===== src/hw/dsp_rom_config.svh =====
`ifndef DSP_ROM_CONFIG_SVH
`define DSP_ROM_CONFIG_SVH

// Core word address width, 64K words of program space
`define DSP_ROM_AW 16

// Data word width seen by the core
`define DSP_ROM_DW 16

// Internal ROM word address width, 4K words
// Addresses with all upper bits zero hit the internal ROM
`define DSP_ROM_INT_AW 12

// Programming byte address width
// Bit 0 picks the lane, 1 for MSB and 0 for LSB
`define DSP_ROM_PROG_AW 13

`endif


===== src/hw/dsp_rom_pkg.sv =====
`include "dsp_rom_config.svh"

package dsp_rom_pkg;

    // Word address as issued by the core
    typedef logic [`DSP_ROM_AW-1:0] rom_addr_t;

    // Instruction or coefficient word
    typedef logic [`DSP_ROM_DW-1:0] rom_word_t;

    // Fetch unit state
    // Idle accepts requests, ext wait holds until the bus answers
    typedef enum logic {
        FETCH_IDLE,
        FETCH_EXT_WAIT
    } fetch_state_e;

    // External bus phase
    typedef enum logic [1:0] {
        ARB_IDLE,
        ARB_ADDR,
        ARB_DATA
    } arb_state_e;

    // Current owner of the bus, or the last one granted
    typedef enum logic {
        OWNER_PC,
        OWNER_PT
    } arb_owner_e;

endpackage


===== src/hw/rom_req_if.sv =====
`timescale 1ns/1ps

interface rom_req_if;

    import dsp_rom_pkg::*;

    // Held high with a stable addr until gnt_done
    logic      req;
    rom_addr_t addr;

    // One-cycle completion strobe, rdata and err valid with it
    logic      gnt_done;
    rom_word_t rdata;
    logic      err;

    // Fetch unit side
    modport requester (
        output req,
        output addr,
        input  gnt_done,
        input  rdata,
        input  err
    );

    // Bus arbiter side
    modport arbiter (
        input  req,
        input  addr,
        output gnt_done,
        output rdata,
        output err
    );

endinterface


===== src/hw/fetch_port.sv =====
`timescale 1ns/1ps
`include "dsp_rom_config.svh"

module fetch_port (
    input  logic                       clk,
    input  logic                       rst_n,
    // Core side
    input  logic                       req,
    input  dsp_rom_pkg::rom_addr_t     addr,
    output logic                       ready,
    output logic                       valid,
    output dsp_rom_pkg::rom_word_t     data,
    output logic                       err,
    // Held off while the shared bank port is busy
    input  logic                       stall,
    // Internal ROM read lane
    output logic [`DSP_ROM_INT_AW-1:0] int_addr,
    input  dsp_rom_pkg::rom_word_t     int_data,
    // External bus request
    rom_req_if.requester               ext
);

    import dsp_rom_pkg::*;

    fetch_state_e state;
    rom_addr_t    ext_addr_q;
    logic         is_int;
    logic         accept;
    logic         ext_done;
    logic         pend_valid;

    // Upper address bits all zero means internal ROM
    assign is_int = (addr[`DSP_ROM_AW-1:`DSP_ROM_INT_AW] == '0);

    // External word arrives this cycle
    assign ext_done = (state == FETCH_EXT_WAIT) && ext.gnt_done;

    // Ready again in the same cycle the external word returns
    assign ready  = ((state == FETCH_IDLE) || ext_done) && !stall;
    assign accept = req && ready;

    // Bank samples the address on the accepting edge
    assign int_addr = addr[`DSP_ROM_INT_AW-1:0];

    // External request stays up for the whole wait
    assign ext.req  = (state == FETCH_EXT_WAIT);
    assign ext.addr = ext_addr_q;

    // Internal and external completions never overlap
    assign valid = pend_valid || ext_done;
    assign data  = ext_done ? ext.rdata : int_data;
    assign err   = ext_done && ext.err;

    always_ff @(posedge clk) begin
        if (!rst_n) begin
            state      <= FETCH_IDLE;
            pend_valid <= 1'b0;
        end else begin
            // Registered bank word shows up next cycle
            pend_valid <= accept && is_int;
            if (accept && !is_int) begin
                state <= FETCH_EXT_WAIT;
            end else if (ext_done) begin
                state <= FETCH_IDLE;
            end
        end
    end

    // Miss address, held stable for the arbiter
    always_ff @(posedge clk) begin
        if (accept && !is_int) begin
            ext_addr_q <= addr;
        end
    end

endmodule


===== src/flat_wrapper.sv =====
// flat-port wrapper written by rule: the top's interface ports become plain ports
module fetch_port_flat import dsp_rom_pkg::*;
  (clk, rst_n, req, addr, ready, valid, data, err, stall, int_addr, int_data, ext_req, ext_addr, ext_gnt_done, ext_rdata, ext_err);
  rom_req_if ext_i ();
  input  logic clk;
  input  logic rst_n;
  input  logic req;
  input  dsp_rom_pkg::rom_addr_t addr;
  output logic ready;
  output logic valid;
  output dsp_rom_pkg::rom_word_t data;
  output logic err;
  input  logic stall;
  output logic [`DSP_ROM_INT_AW-1:0] int_addr;
  input  dsp_rom_pkg::rom_word_t int_data;
  output wire logic [$bits(ext_i.req)-1:0] ext_req;
  output wire logic [$bits(ext_i.addr)-1:0] ext_addr;
  input wire logic [$bits(ext_i.gnt_done)-1:0] ext_gnt_done;
  input wire logic [$bits(ext_i.rdata)-1:0] ext_rdata;
  input wire logic [$bits(ext_i.err)-1:0] ext_err;
  assign ext_req = ext_i.req;
  assign ext_addr = ext_i.addr;
  assign ext_i.gnt_done = ext_gnt_done;
  assign ext_i.rdata = ext_rdata;
  assign ext_i.err = ext_err;
  fetch_port u_core (.clk(clk), .rst_n(rst_n), .req(req), .addr(addr), .ready(ready), .valid(valid), .data(data), .err(err), .stall(stall), .int_addr(int_addr), .int_data(int_data), .ext(ext_i));
endmodule

===== config.mk =====
export PLATFORM = sky130hd
export DESIGN_NAME = fetch_port_flat
export DESIGN_NICKNAME = d
export VERILOG_FILES = /design/src/hw/dsp_rom_pkg.sv /design/src/hw/rom_req_if.sv /design/src/hw/fetch_port.sv /design/src/flat_wrapper.sv
export VERILOG_INCLUDE_DIRS = /design/src /design/src/hw
export SDC_FILE = /design/constraint.sdc
export NUM_CORES = 1
export LEC_CHECK = 0
export ABC_AREA = 1
export BUFFER_PORTS_ARGS = -buffer_cell sky130_fd_sc_hd__buf_4
export CAP_MARGIN = 5
export CORE_MARGIN = 3
export CORE_UTILIZATION = 30
export CTS_BUF_LIST = sky130_fd_sc_hd__clkbuf_16
export CTS_CLUSTER_DIAMETER = 60
export CTS_CLUSTER_SIZE = 20
export DETAILED_ROUTE_END_ITERATION = 8
export PLACE_DENSITY_LB_ADDON = 0.15
export SYNTH_ARGS = -nofsm -noshare
export SYNTH_HDL_FRONTEND = slang
export SYNTH_SLANG_ARGS = --single-unit

===== constraint.sdc =====
create_clock -name clk -period 1.5 [get_ports clk]
set_clock_uncertainty 0.1 [all_clocks]
set_input_delay 0.15 -clock clk [delete_from_list [all_inputs] [get_ports clk]]
set_output_delay 0.15 -clock clk [all_outputs]
set_load 0.005 [all_outputs]

==> impl_metrics.py <==
metrics = {
    "power": {
        "max-vdd-ir-drop_mv": 0.3618,
        "powerDensity_nw_per_um2": 753.2,
        "power.static_leakage_nw": 0.9349,
    },
    "sta": {
        "rsz0062_at_grt": "true",
        "setup_viol": 0,
        "hold_viol": 0,
        "worst_pin_slew_ns": 0.1538,
        "max_clock_freq_mhz": 680.8,
        "relSlewSlack": 0.8972,
        "fin_crit_ns": 1.469,
        "layout_setup_ws_ns": 0.03112,
        "min_period_over_period": 0.9793,
        "maxSlewViolCount": 0,
    },
    "floorplan": {
        "dieHeight_um": 61.03,
        "start_util": 0.3211,
        "coreArea_um2": 2829,
        "ios": 102,
        "placementRows": 19,
        "die_area_um2": 3724,
        "die_w_um": 61.03,
    },
    "routing": {
        "route.antenna.remaining_nets": 0,
        "drc_errors": 0,
        "viasPerCell": 4.357,
        "vias": 902,
        "drt_iter0_drc": 6,
        "wl_per_cell_um": 13.21,
        "drt_first_pass_iters": 3,
        "routed_wl_um": 2735,
    },
    "clocking": {
        "clock-root-buffer": "clkbuf_16",
        "postCtsSetupBuffers": 0,
        "cts_tree": "done",
        "clock_latency_ns": 0.24,
        "numCtsBuffers": 3,
        "cts_max_level": 1,
        "cts_sinks": 18,
        "cts.path.max_buffers": 2,
        "clk_pin_slew_ns": 0.05,
    },
    "global_route": {
        "gr-total-overflow": 0,
        "antenna_found_initial": 0,
        "grt_max_degree": 11,
        "grt.total_usage": 0.1453,
        "grt_pass1_vias": 942,
        "grt_pass1_wl_um": 3960,
    },
    "finish": {
        "final_cell_area_um2": 1928,
        "fin_nets": 231,
        "nFillCells": 236,
        "diodes": 0,
        "drive_gt1_frac": 0.7273,
        "syn_to_final_growth_pct": 112.3,
    },
    "placed_design": {
        "pre_cts_slack_ns": 0.07665,
        "port_buffers": 101,
        "gp_congestion": 0.7057,
        "dp_hpwl_um": 2265,
        "placed_area_um2": 1630,
    },
    "critical_path": {
        "critPathKind": "flip-flop to output port",
        "crit_fanout": 9,
        "endpoint_kind": "output port",
        "crit_arrival_ns": 1.22,
        "required_ns": 1.25,
        "setup.worst_path.start_class": "flip-flop",
    },
    "logic_synthesis": {
        "synth_cell_types": 12,
        "synth_area_um2": 908.4,
        "synthesis.nets": 118,
        "syn_area_per_cell_um2": 14.19,
        "yosys_warnings": 0,
        "synth_seq_area_share": 0.5730,
        "ys_ff_latch": 18,
        "netlist_instances": 64,
    },
    "hold_path": {
        "hold_class": "input port to flip-flop",
    },
    "run": {
        "max_cap_violations": 0,
    },
    "run_status": {
        "status": "finished, final reports clean",
    },
}
path summary, 6_finish.rpt:
kind	slack, ns	start	cells after the start	endpoint
worst min register to register	0.46	u_core.ext.req	2	u_core.ext.req
worst max-delay path	0.03	u_core.ext.req	3	data[1]
worst max register to register	0.11	u_core.ext.req	4	u_core.ext.addr[5]
worst min-delay path	0.03	rst_n	3	u_core.ext.req
cell families after synthesis:
family	Yosys count	share of synthesized area
buf+inv	18	0.1322
flops	18	0.5730
compound gates	2	0.01102
simple gates	10	0.05234
mux	16	0.2314
cell type report:
class                      count  area [µm²]  area share
inverter                       5       22.52     0.01168
clock buffer                   3       75.07     0.03894
tap                           31       38.79     0.02012
sequential                    18       524.3      0.2719
timing repair buffer         120       963.4      0.4997
multi-input combinational     29       300.3      0.1557
clock inverter                 1       3.754    0.001947
power breakdown:
group          internal, mW  switching [mW]
combinational         0.247           0.105
sequential            0.571          0.0108
clock                 0.354           0.165
total                  1.17           0.281
synthesized netlist by cell type, drive strengths merged:
library cell / count / area share
inv: 5 / 0.021
edfxtp: 16 / 0.53
nor2: 4 / 0.017
buf: 13 / 0.11
mux2: 16 / 0.23
a21oi: 2 / 0.011
dfxtp: 2 / 0.044
nand3: 2 / 0.011
nand2: 4 / 0.025
registers in the layout, indices dropped and copies added, names as in the netlist:
register           flops
u_core.ext.addr       16
u_core.pend_valid      1
u_core.ext.req         1
critical path, stage by stage, from the launching register on:
cell and delay (ns):
dfxtp_4 0.39, nand2_8 0.10, mux2_2 0.34, buf_4 0.14
cells in the final DEF (no fill, tap or decap):
| cell | instances |
|---|---|
| buf_4 | 98 |
| dlygate4sd3_1 | 16 |
| edfxtp_1 | 16 |
| mux2_4 | 8 |
| mux2_2 | 8 |
| buf_6 | 6 |
| inv_1 | 4 |
| nor2_1 | 4 |
| nand2_1 | 3 |
| clkbuf_16 | 3 |
| nand3_1 | 2 |
| nand2_8 | 2 |
| a21oi_2 | 1 |
| clkinvlp_4 | 1 |
| a21oi_1 | 1 |
| clkinv_1 | 1 |
| dfxtp_4 | 1 |
| dfxtp_1 | 1 |
metrics by stage:
step | setup TNS, ns | power (mW) | instances | util | hold slack (ns)
floorplan | 0 | 0.6883 | 64 | - | 0.1489
global placement | 0 | 0.8880 | 186 | 0.5763 | 0.2377
detailed placement | 0 | 0.8964 | 186 | 0.5763 | 0.2399
CTS | 0 | 1.457 | 207 | 0.6692 | 0.02723
global route | -0.009710 | 1.525 | 207 | 0.6816 | 0.05392
finish | 0 | 1.452 | 207 | 0.6816 | 0.02836
what timing repair did:
item                                    in CTS  in global routing
gates cloned                                 1                  0
pin swaps                                    1                  1
hold buffers                                16                  0
gates resized for setup                      4                  8
hold endpoints to repair                    16                  0
endpoints found under the setup margin      16                 24
metal layers:
layer / share of wire / vias up / track usage
met3: 0.086 / 4 / 0.04193
li1: - / 436 / -
met5: 0 / - / 0
met1: 0.32 / 404 / 0.1316
met2: 0.58 / 58 / 0.2900
met4: 0.016 / 0 / 0.06502
Power figures use the tool's default switching activity.
