File: src/hw/dsp_rom_config.svh
`ifndef DSP_ROM_CONFIG_SVH
`define DSP_ROM_CONFIG_SVH

// Core word address width, 64K words of program space
`define DSP_ROM_AW 16

// Data word width seen by the core
`define DSP_ROM_DW 16

// Internal ROM word address width, 4K words
// Addresses with all upper bits zero hit the internal ROM
`define DSP_ROM_INT_AW 12

// Programming byte address width
// Bit 0 picks the lane, 1 for MSB and 0 for LSB
`define DSP_ROM_PROG_AW 13

`endif

File: src/hw/dsp_rom_pkg.sv
`include "dsp_rom_config.svh"

package dsp_rom_pkg;

    // Word address as issued by the core
    typedef logic [`DSP_ROM_AW-1:0] rom_addr_t;

    // Instruction or coefficient word
    typedef logic [`DSP_ROM_DW-1:0] rom_word_t;

    // Fetch unit state
    // Idle accepts requests, ext wait holds until the bus answers
    typedef enum logic {
        FETCH_IDLE,
        FETCH_EXT_WAIT
    } fetch_state_e;

    // External bus phase
    typedef enum logic [1:0] {
        ARB_IDLE,
        ARB_ADDR,
        ARB_DATA
    } arb_state_e;

    // Current owner of the bus, or the last one granted
    typedef enum logic {
        OWNER_PC,
        OWNER_PT
    } arb_owner_e;

endpackage

File: src/hw/rom_req_if.sv
`timescale 1ns/1ps

interface rom_req_if;

    import dsp_rom_pkg::*;

    // Held high with a stable addr until gnt_done
    logic      req;
    rom_addr_t addr;

    // One-cycle completion strobe, rdata and err valid with it
    logic      gnt_done;
    rom_word_t rdata;
    logic      err;

    // Fetch unit side
    modport requester (
        output req,
        output addr,
        input  gnt_done,
        input  rdata,
        input  err
    );

    // Bus arbiter side
    modport arbiter (
        input  req,
        input  addr,
        output gnt_done,
        output rdata,
        output err
    );

endinterface

File: src/hw/ext_bus_arbiter.sv
`timescale 1ns/1ps
`include "dsp_rom_config.svh"

module ext_bus_arbiter (
    input  logic         clk,
    input  logic         rst_n,
    // Fetch unit requests
    rom_req_if.arbiter   pc,
    rom_req_if.arbiter   pt,
    // AXI4-Lite read address channel
    output logic [31:0]  araddr,
    output logic         arvalid,
    input  logic         arready,
    // AXI4-Lite read data channel
    input  logic [31:0]  rdata,
    input  logic [1:0]   rresp,
    input  logic         rvalid,
    output logic         rready
);

    import dsp_rom_pkg::*;

    arb_state_e state;
    arb_owner_e owner;
    logic       grant_pt;
    logic       any_req;
    rom_addr_t  sel_addr;
    logic       data_done;
    logic       resp_err;

    assign any_req = pc.req || pt.req;

    // Round robin when both wait, otherwise whoever asks
    always_comb begin
        if (pc.req && pt.req) begin
            grant_pt = (owner == OWNER_PC);
        end else begin
            grant_pt = pt.req;
        end
    end

    assign sel_addr = grant_pt ? pt.addr : pc.addr;

    // Bus handshakes follow the phase
    assign arvalid   = (state == ARB_ADDR);
    assign rready    = (state == ARB_DATA);
    assign data_done = (state == ARB_DATA) && rvalid;

    // Any non-OKAY response is an error
    assign resp_err = (rresp != 2'b00);

    // Word and status go to both, only the owner sees the strobe
    assign pc.gnt_done = data_done && (owner == OWNER_PC);
    assign pt.gnt_done = data_done && (owner == OWNER_PT);
    assign pc.rdata    = rdata[`DSP_ROM_DW-1:0];
    assign pt.rdata    = rdata[`DSP_ROM_DW-1:0];
    assign pc.err      = resp_err;
    assign pt.err      = resp_err;

    always_ff @(posedge clk) begin
        if (!rst_n) begin
            state <= ARB_IDLE;
            // Last grant marked PT so PC wins the first tie
            owner <= OWNER_PT;
        end else begin
            case (state)
                ARB_IDLE: begin
                    if (any_req) begin
                        owner <= grant_pt ? OWNER_PT : OWNER_PC;
                        state <= ARB_ADDR;
                    end
                end
                ARB_ADDR: begin
                    if (arready) begin
                        state <= ARB_DATA;
                    end
                end
                ARB_DATA: begin
                    if (rvalid) begin
                        state <= ARB_IDLE;
                    end
                end
                default: begin
                    state <= ARB_IDLE;
                end
            endcase
        end
    end

    // Byte address is the word address shifted left once
    always_ff @(posedge clk) begin
        if ((state == ARB_IDLE) && any_req) begin
            araddr <= {{(31-`DSP_ROM_AW){1'b0}}, sel_addr, 1'b0};
        end
    end

endmodule

File: src/flat_wrapper.sv
// flat-port wrapper written by rule: the top's interface ports become plain ports
module ext_bus_arbiter_flat import dsp_rom_pkg::*;
  (clk, rst_n, araddr, arvalid, arready, rdata, rresp, rvalid, rready, pc_req, pc_addr, pc_gnt_done, pc_rdata, pc_err, pt_req, pt_addr, pt_gnt_done, pt_rdata, pt_err);
  rom_req_if pc_i ();
  rom_req_if pt_i ();
  input  logic clk;
  input  logic rst_n;
  output logic [31:0] araddr;
  output logic arvalid;
  input  logic arready;
  input  logic [31:0] rdata;
  input  logic [1:0] rresp;
  input  logic rvalid;
  output logic rready;
  input wire logic [$bits(pc_i.req)-1:0] pc_req;
  input wire logic [$bits(pc_i.addr)-1:0] pc_addr;
  output wire logic [$bits(pc_i.gnt_done)-1:0] pc_gnt_done;
  output wire logic [$bits(pc_i.rdata)-1:0] pc_rdata;
  output wire logic [$bits(pc_i.err)-1:0] pc_err;
  input wire logic [$bits(pt_i.req)-1:0] pt_req;
  input wire logic [$bits(pt_i.addr)-1:0] pt_addr;
  output wire logic [$bits(pt_i.gnt_done)-1:0] pt_gnt_done;
  output wire logic [$bits(pt_i.rdata)-1:0] pt_rdata;
  output wire logic [$bits(pt_i.err)-1:0] pt_err;
  assign pc_i.req = pc_req;
  assign pc_i.addr = pc_addr;
  assign pc_gnt_done = pc_i.gnt_done;
  assign pc_rdata = pc_i.rdata;
  assign pc_err = pc_i.err;
  assign pt_i.req = pt_req;
  assign pt_i.addr = pt_addr;
  assign pt_gnt_done = pt_i.gnt_done;
  assign pt_rdata = pt_i.rdata;
  assign pt_err = pt_i.err;
  ext_bus_arbiter u_core (.clk(clk), .rst_n(rst_n), .pc(pc_i), .pt(pt_i), .araddr(araddr), .arvalid(arvalid), .arready(arready), .rdata(rdata), .rresp(rresp), .rvalid(rvalid), .rready(rready));
endmodule
File: config.mk
export PLATFORM = sky130hd
export DESIGN_NAME = ext_bus_arbiter_flat
export DESIGN_NICKNAME = d
export VERILOG_FILES = /design/src/hw/dsp_rom_pkg.sv /design/src/hw/rom_req_if.sv /design/src/hw/ext_bus_arbiter.sv /design/src/flat_wrapper.sv
export VERILOG_INCLUDE_DIRS = /design/src /design/src/hw
export SDC_FILE = /design/constraint.sdc
export NUM_CORES = 1
export LEC_CHECK = 0
export BUFFER_PORTS_ARGS = -buffer_cell sky130_fd_sc_hd__buf_2
export CORE_ASPECT_RATIO = 1.5
export CORE_MARGIN = 5
export CORE_UTILIZATION = 34
export DETAILED_ROUTE_END_ITERATION = 8
export GPL_TIMING_DRIVEN = 0
export MAX_ROUTING_LAYER = met4
export PLACE_DENSITY = 0.88
export SLEW_MARGIN = 20
export SYNTH_ARGS = -nofsm -noshare
export SYNTH_HDL_FRONTEND = slang
export SYNTH_SLANG_ARGS = --single-unit
File: constraint.sdc
create_clock -name clk -period 3.1 [get_ports clk]
set_clock_uncertainty 0.2 [all_clocks]
set_input_delay 0.465 -clock clk [delete_from_list [all_inputs] [get_ports clk]]
set_output_delay 0.465 -clock clk [all_outputs]
set_load 0.02 [all_outputs]
==> results of run 1 <==
==> final cells by class <==
cell class,instances,area [sq um]
plain buffers,51,386.6
fillers,324,1707
repair buffers,94,473.0
clock inverters,1,7.507
well taps,43,53.80
multi-input cells,48,367.9
clock buffers,3,41.29
inverters,1,3.754
flip-flops and latches,19,540.5
==> worst max-delay path by stage <==
stage                        endpoint  slack, ps  cells after the start
floorplan           u_core.araddr[10]        870                      2
global placement    u_core.araddr[12]        160                      3
detailed placement  u_core.araddr[12]       1160                      4
CTS                       pc_gnt_done       1190                      3
global route              pc_gnt_done       1090                      3
finish                    pc_gnt_done       1190                      3
==> sequential cells by signal, indices dropped and copies added (netlist names) <==
signal / cells
u_core.araddr: 16
u_core.owner: 1
u_core.state: 2
==> through the flow <==
| step | cells | worst slack, ps | total power [W] | instance area (sq um) | hold slack, ps |
|---|---|---|---|---|---|
| global placement | 255 | 162.6 | 0.0005775 | 1813 | 335.7 |
| floorplan | 119 | 865.2 | 0.0005026 | 1294 | 298.6 |
| detailed placement | 256 | 1159 | 0.0005850 | 1826 | 373.3 |
| CTS | 260 | 1188 | 0.0007645 | 1874 | 223.9 |
| global route | 260 | 1091 | 0.0007947 | 1874 | 256.3 |
| finish | 260 | 1193 | 0.0007527 | 1874 | 231.5 |
==> power groups by stage <==
stage | Clock, W | Combinational [W] | Sequential [W]
final | 0.000177 | 0.000257 | 0.000319
after global routing | 0.000195 | 0.000277 | 0.000322
after CTS | 0.000185 | 0.000260 | 0.000320
after detailed placement | 0 | 0.000260 | 0.000325
after global placement | 0 | 0.000253 | 0.000325
after floorplan | 0 | 0.000146 | 0.000356
==> Yosys cell counts <==
library cell  number  area share [%]
or2_2              1            0.51
nor2_1             1            0.30
or3b_1             2             1.4
dfxtp_1            3             4.9
conb_1             1            0.30
a21oi_1            1            0.40
nor2b_1            2             1.0
nor4b_1            1            0.71
a2111oi_0          1            0.71
nand3b_1           1            0.61
a21boi_4           1             1.5
and3_1             1            0.51
inv_1              1            0.30
and3b_1            1            0.71
edfxtp_1          16              39
a211o_1            1            0.71
mux2_2            16              15
nor3_1             2            0.81
buf_4             50              30
buf_6              1            0.91
==> routing by layer <==
| layer | share of wire [%] | track usage, % | wire, um |
|---|---|---|---|
| met4 | 0.61 | 3.711 | 18 |
| met5 | 0 | - | 0 |
| met2 | 50 | 20.50 | 1474 |
| met3 | 16 | 2.322 | 472 |
| met1 | 33 | 12.88 | 974 |
==> cell families (layout without fill, tap and decap cells) <==
group           after synthesis  after routing  share of synthesized area [%]
simple gates                 12             12                          6.573
other cells                   1             16                         0.3030
mux                          16             16                          14.56
buf+inv                      52            150                          31.55
compound gates                4              4                          3.337
flops                        19             19                          43.68
==> placed cells by master, fill, tap and decap left out, drive strengths merged <==
cell type / n
buf: 145
mux2: 16
conb: 16
edfxtp: 16
clkbuf: 3
dfxtp: 3
nor2b: 2
or3b: 2
nor3: 2
nor2: 1
a21boi: 1
or2: 1
and3b: 1
and3: 1
inv: 1
a2111oi: 1
nand3b: 1
a21oi: 1
nor4b: 1
a211o: 1
clkinvlp: 1
==> critical path, cell delays in order, from the launching register on <==
cell,delay (ps)
dfxtp_1,450
nor2b_1,210
and3b_1,170
buf_2,160
==> impl_metrics.env, run 1 <==
export IMPL_die_h_um=83.89
export IMPL_p_comb_share_pct=34.1
export IMPL_rows=27
export IMPL_drt_pass1_iter_count=2
export IMPL_grt_overflow=0
export IMPL_wl_mm=2.939
export IMPL_post_cts_buffers=0
export IMPL_cp_start_kind="flip-flop"
export IMPL_grt_pass1_vias=1050
export IMPL_holdCritStartpoint="arready"
export IMPL_hp_class="input pin to flip-flop"
export IMPL_cts_tree="done"
export IMPL_vias_per_cell=4.046
export IMPL_setup_viol=0
export IMPL_antenna_cells=0
export IMPL_p_int_w=0.0005202
export IMPL_root_buffer="clkbuf_8"
export IMPL_cts_resized=0
export IMPL_cap_viol_max_count=0
export IMPL_hold_path_end="u_core.state[0]"
export IMPL_drive_gt1_share_pct=77.42
export IMPL_fmax_mhz=524.4
export IMPL_synth_seq_area_share_pct=43.68
export IMPL_clk_path_buf_depth=2
export IMPL_maxSlewViolCount=0
export IMPL_gp_congestion=0.7822
export IMPL_p_leak_nw=1.001
export IMPL_critical_path_startpoint="u_core.state[1]"
export IMPL_r2r_cells=3
export IMPL_routed_wire_length_per_instance_um=11.30
export IMPL_synthCells=104
export IMPL_area_growth_pct=51.47
export IMPL_port_buffers=93
export IMPL_synth_area_sq_um=1237
export IMPL_r2r_slack_ps=1420
export IMPL_grt_pass1_wl_mm=4.464
export IMPL_p_per_area_nw_per_um2=401.6
export IMPL_p_sw_w=0.0002325
export IMPL_layout_min_cycle_time_ps=1907
export IMPL_power_switching_share_pct=30.89
export IMPL_drt_initial_drc_count=18
export IMPL_hold_path_depth=2
export IMPL_ys_seq_elements=19
export IMPL_cp_arrival_ps=1240
export IMPL_synth_cell_types=20
export IMPL_slew_headroom_pct=65.31
export IMPL_finalNetCount=290
export IMPL_drc=0
export IMPL_hold_buffers=0
export IMPL_grt_usage_pct=11.74
export IMPL_critPathMaxFanout=8
export IMPL_ys_warn_count=0
export IMPL_vias=1052
export IMPL_worst_pin_slew_ps=517.6
export IMPL_core_sq_um=3581
export IMPL_irDropWorstVdd_mv=0.2195
export IMPL_dp_hpwl_mm=2.561
export IMPL_crit_required_ps=2430
export IMPL_path_clk_slew_ps=70
export IMPL_cts_sinks=19
export IMPL_rsz0062_at_grt="false"
export IMPL_hold_viol_final=0
export IMPL_io_pins=142
export IMPL_p_clk_share_pct=23.5
export IMPL_status="finished clean"
export IMPL_cts_buffers=3
export IMPL_dieArea_sq_um=4971
export IMPL_htree_num_levels=1
export IMPL_tns_ps=0
export IMPL_crit_type="flip-flop to output port"
export IMPL_final_antenna_net_count=0
export IMPL_p_seq_share_pct=42.4
export IMPL_timing_rr_start="u_core.state[0]"
export IMPL_reg2reg_to="u_core.araddr[12]"
export IMPL_fin_util_pct=52.34
export IMPL_clock_latency_ps=250
export IMPL_timing_final_crit_share_pct=61.51
export IMPL_grt_max_degree=13
export IMPL_end_kind="output port"
export IMPL_antenna_found_initial=0
export IMPL_dieWidth_um=59.26
export IMPL_syn_area_per_cell_sq_um=11.90
export IMPL_initial_utilization_pct=34.56
Power figures use the tool's default switching activity.
==> run 2, diff against run 1 <==
ABC_AREA = 1   (was unset)
CORE_UTILIZATION = 31   (was 34)
PLACE_DENSITY = 0.84   (was 0.88)
clock period = 1.6 ns   (was 3.1 ns; I/O delays follow)
==> impl_metrics.env, run 2 <==
export IMPL_status="finished clean"
export IMPL_cts_tree="done"
export IMPL_synth_area_sq_um=1271
export IMPL_slowest_stage="dfxtp_2"
export IMPL_tns_ps=0
export IMPL_endpoint="pt_gnt_done"
export IMPL_drive_gt1_share_pct=59.92
export IMPL_cts_sinks=19
export IMPL_ys_top_cells_by_count="buf_4, nand2_1, nand3_1"
export IMPL_p_per_area_nw_per_um2=778.7
export IMPL_ys_warn_count=0
export IMPL_drc=0
export IMPL_cts_buffers=3
export IMPL_grt_usage_pct=12.37
export IMPL_setup_viol=0
export IMPL_synth_seq_area_share_pct=42.52
export IMPL_end_kind="output port"
export IMPL_timing_final_crit_share_pct=93.29
export IMPL_irDropWorstVdd_mv=0.5325
export IMPL_synth_area_leaders="edfxtp_1, buf_4, nand2_1"
export IMPL_core_sq_um=3959
export IMPL_rows=28
export IMPL_drt_pass1_iter_count=4
export IMPL_n_fill_cell=402
export IMPL_registers_top_by_ff_count="u_core.araddr"
export IMPL_cp_arrival_ps=1050
export IMPL_netlist_area_leader_share_pct=37.80
export IMPL_port_buffers=92
export IMPL_synthCells=149
export IMPL_final_antenna_net_count=0
export IMPL_dp_hpwl_mm=3.016
export IMPL_hold_path_depth=4
export IMPL_cap_viol_max_count=0
export IMPL_vias_per_cell=4.046
export IMPL_area_growth_pct=52.26
export IMPL_max_stage_delay_ps=350
export IMPL_htree_num_levels=1
export IMPL_layout_min_cycle_time_ps=1493
export IMPL_ys_seq_elements=19
export IMPL_die_h_um=88.43
export IMPL_layout_commonest_cell="buf_2"
export IMPL_r2r_slack_ps=240
export IMPL_dieWidth_um=62.29
export IMPL_io_pins=142
export IMPL_cp_start_kind="flip-flop"
export IMPL_synth_edff_count=16
export IMPL_hp_class="input pin to flip-flop"
export IMPL_reg2reg_to="u_core.araddr[4]"
export IMPL_hold_viol_final=0
export IMPL_grt_pass1_vias=1331
export IMPL_critPathMaxFanout=3
export IMPL_routed_wire_length_per_instance_um=11.09
export IMPL_fmax_mhz=670.0
export IMPL_r2r_cells=4
export IMPL_grt_max_degree=17
export IMPL_grt_overflow=0
export IMPL_vias=1242
export IMPL_crit_type="flip-flop to output port"
export IMPL_wl_mm=3.405
export IMPL_crit_required_ps=1160
export IMPL_drt_initial_drc_count=36
export IMPL_fin_util_pct=48.89
export IMPL_final_cell_mix="buf_2, buf_4, nand2_1"
export IMPL_antenna_found_initial=0
export IMPL_syn_area_per_cell_sq_um=8.532
export IMPL_path_clk_slew_ps=70
export IMPL_p_leak_nw=1.126
export IMPL_dieArea_sq_um=5508
export IMPL_final_instance_count_excl_fill=307
export IMPL_path_cells="inv_2 -> nor2_4 -> nand2_1 -> nor2_1 -> buf_2"
export IMPL_clk_path_buf_depth=2
export IMPL_root_buffer="clkbuf_8"
export IMPL_top_regs="u_core.araddr: 16 flops, u_core.state: 2 flops, u_core.owner: 1 flops"
export IMPL_async_flop_share_pct=0
export IMPL_synth_cell_types=13
export IMPL_clock_latency_ps=250
export IMPL_register_area_sq_um=543.0
export IMPL_yosysMostFrequentCell="buf_4"
export IMPL_dp_cells=301
export IMPL_gp_congestion=0.7385
export IMPL_multiInputGateArea_sq_um=364.1
export IMPL_critical_path_startpoint="u_core.state[1]"
export IMPL_rsz0062_at_grt="true"
export IMPL_timing_rr_start="u_core.state[0]"
export IMPL_grt_pass1_wl_mm=5.430
export IMPL_initial_utilization_pct=32.11
export IMPL_antenna_cells=0
export IMPL_largest_register_ffs=16
export IMPL_ys_flop_type="edfxtp_1"
export IMPL_maxSlewViolCount=0
export IMPL_finalNetCount=335
export IMPL_yosysTopAreaCell="edfxtp_1"
[run 2: cell families after synthesis]
family / synth area share, %
AO/OA/AOI/OAI: 0.7874
buffers and inverters: 33.86
flip-flops: 42.52
other: 0.2950
AND/OR/NAND/NOR: 22.54
[run 2: metal layers]
layer / up-vias / wire length [um] / GRT usage, %
met4: 0 / 51 / 5.212
met2: 92 / 1756 / 23.11
li1: 631 / - / -
met1: 515 / 1175 / 11.24
met5: - / 0 / -
met3: 4 / 420 / 4.447
[run 2: how the worst min path moves through the flow]
stage                     slack, ps  startpoint               end
after floorplan                 120       rst_n      u_core.owner
after global placement          240       rst_n      u_core.owner
after detailed placement        250       rst_n      u_core.owner
after CTS                        50  pc_addr[7]  u_core.araddr[8]
after global routing             50  pc_addr[3]  u_core.araddr[4]
final                            50      rvalid   u_core.state[1]
[run 2: cell type report]
type,instances,area share [%]
multi-input combinational,83,18.81
tap,45,2.909
sequential,19,28.05
clock buffer,4,2.327
inverter,9,1.939
buffer,53,20.49
timing repair buffer,94,25.47
[run 2: power breakdown]
group	internal, W	switching, W	leakage, nW
sequential	0.000613	0.0000208	0.184
clock	0.000176	0.000148	0.0228
combinational	0.000231	0.000318	0.919
[run 2: timing repair]
item | in CTS | in global routing
endpoints found under the setup margin | 18 | 18
endpoints found under the hold margin | 1 | 0
resized for setup | 2 | 5
buffers inserted | 0 | 1
hold buffers | 1 | 0
[run 2: metrics by stage]
step                cell area, sq um  setup slack [ps]  hold WS [ps]  power [W]
floorplan                       1328             4.381         124.1   0.001008
global placement                1844            -12.59         243.9   0.001162
detailed placement              1844            -52.98         248.8   0.001176
CTS                             1906             11.12         52.53   0.001503
global route                    1936            -15.56         54.40   0.001595
finish                          1936             107.4         45.70   0.001507
[run 2: worst max-delay path: cells and delay by family (launching register included)]
family        cells  cell delay [ps]
flops             1              350
buf+inv           2              220
simple gates      3              240
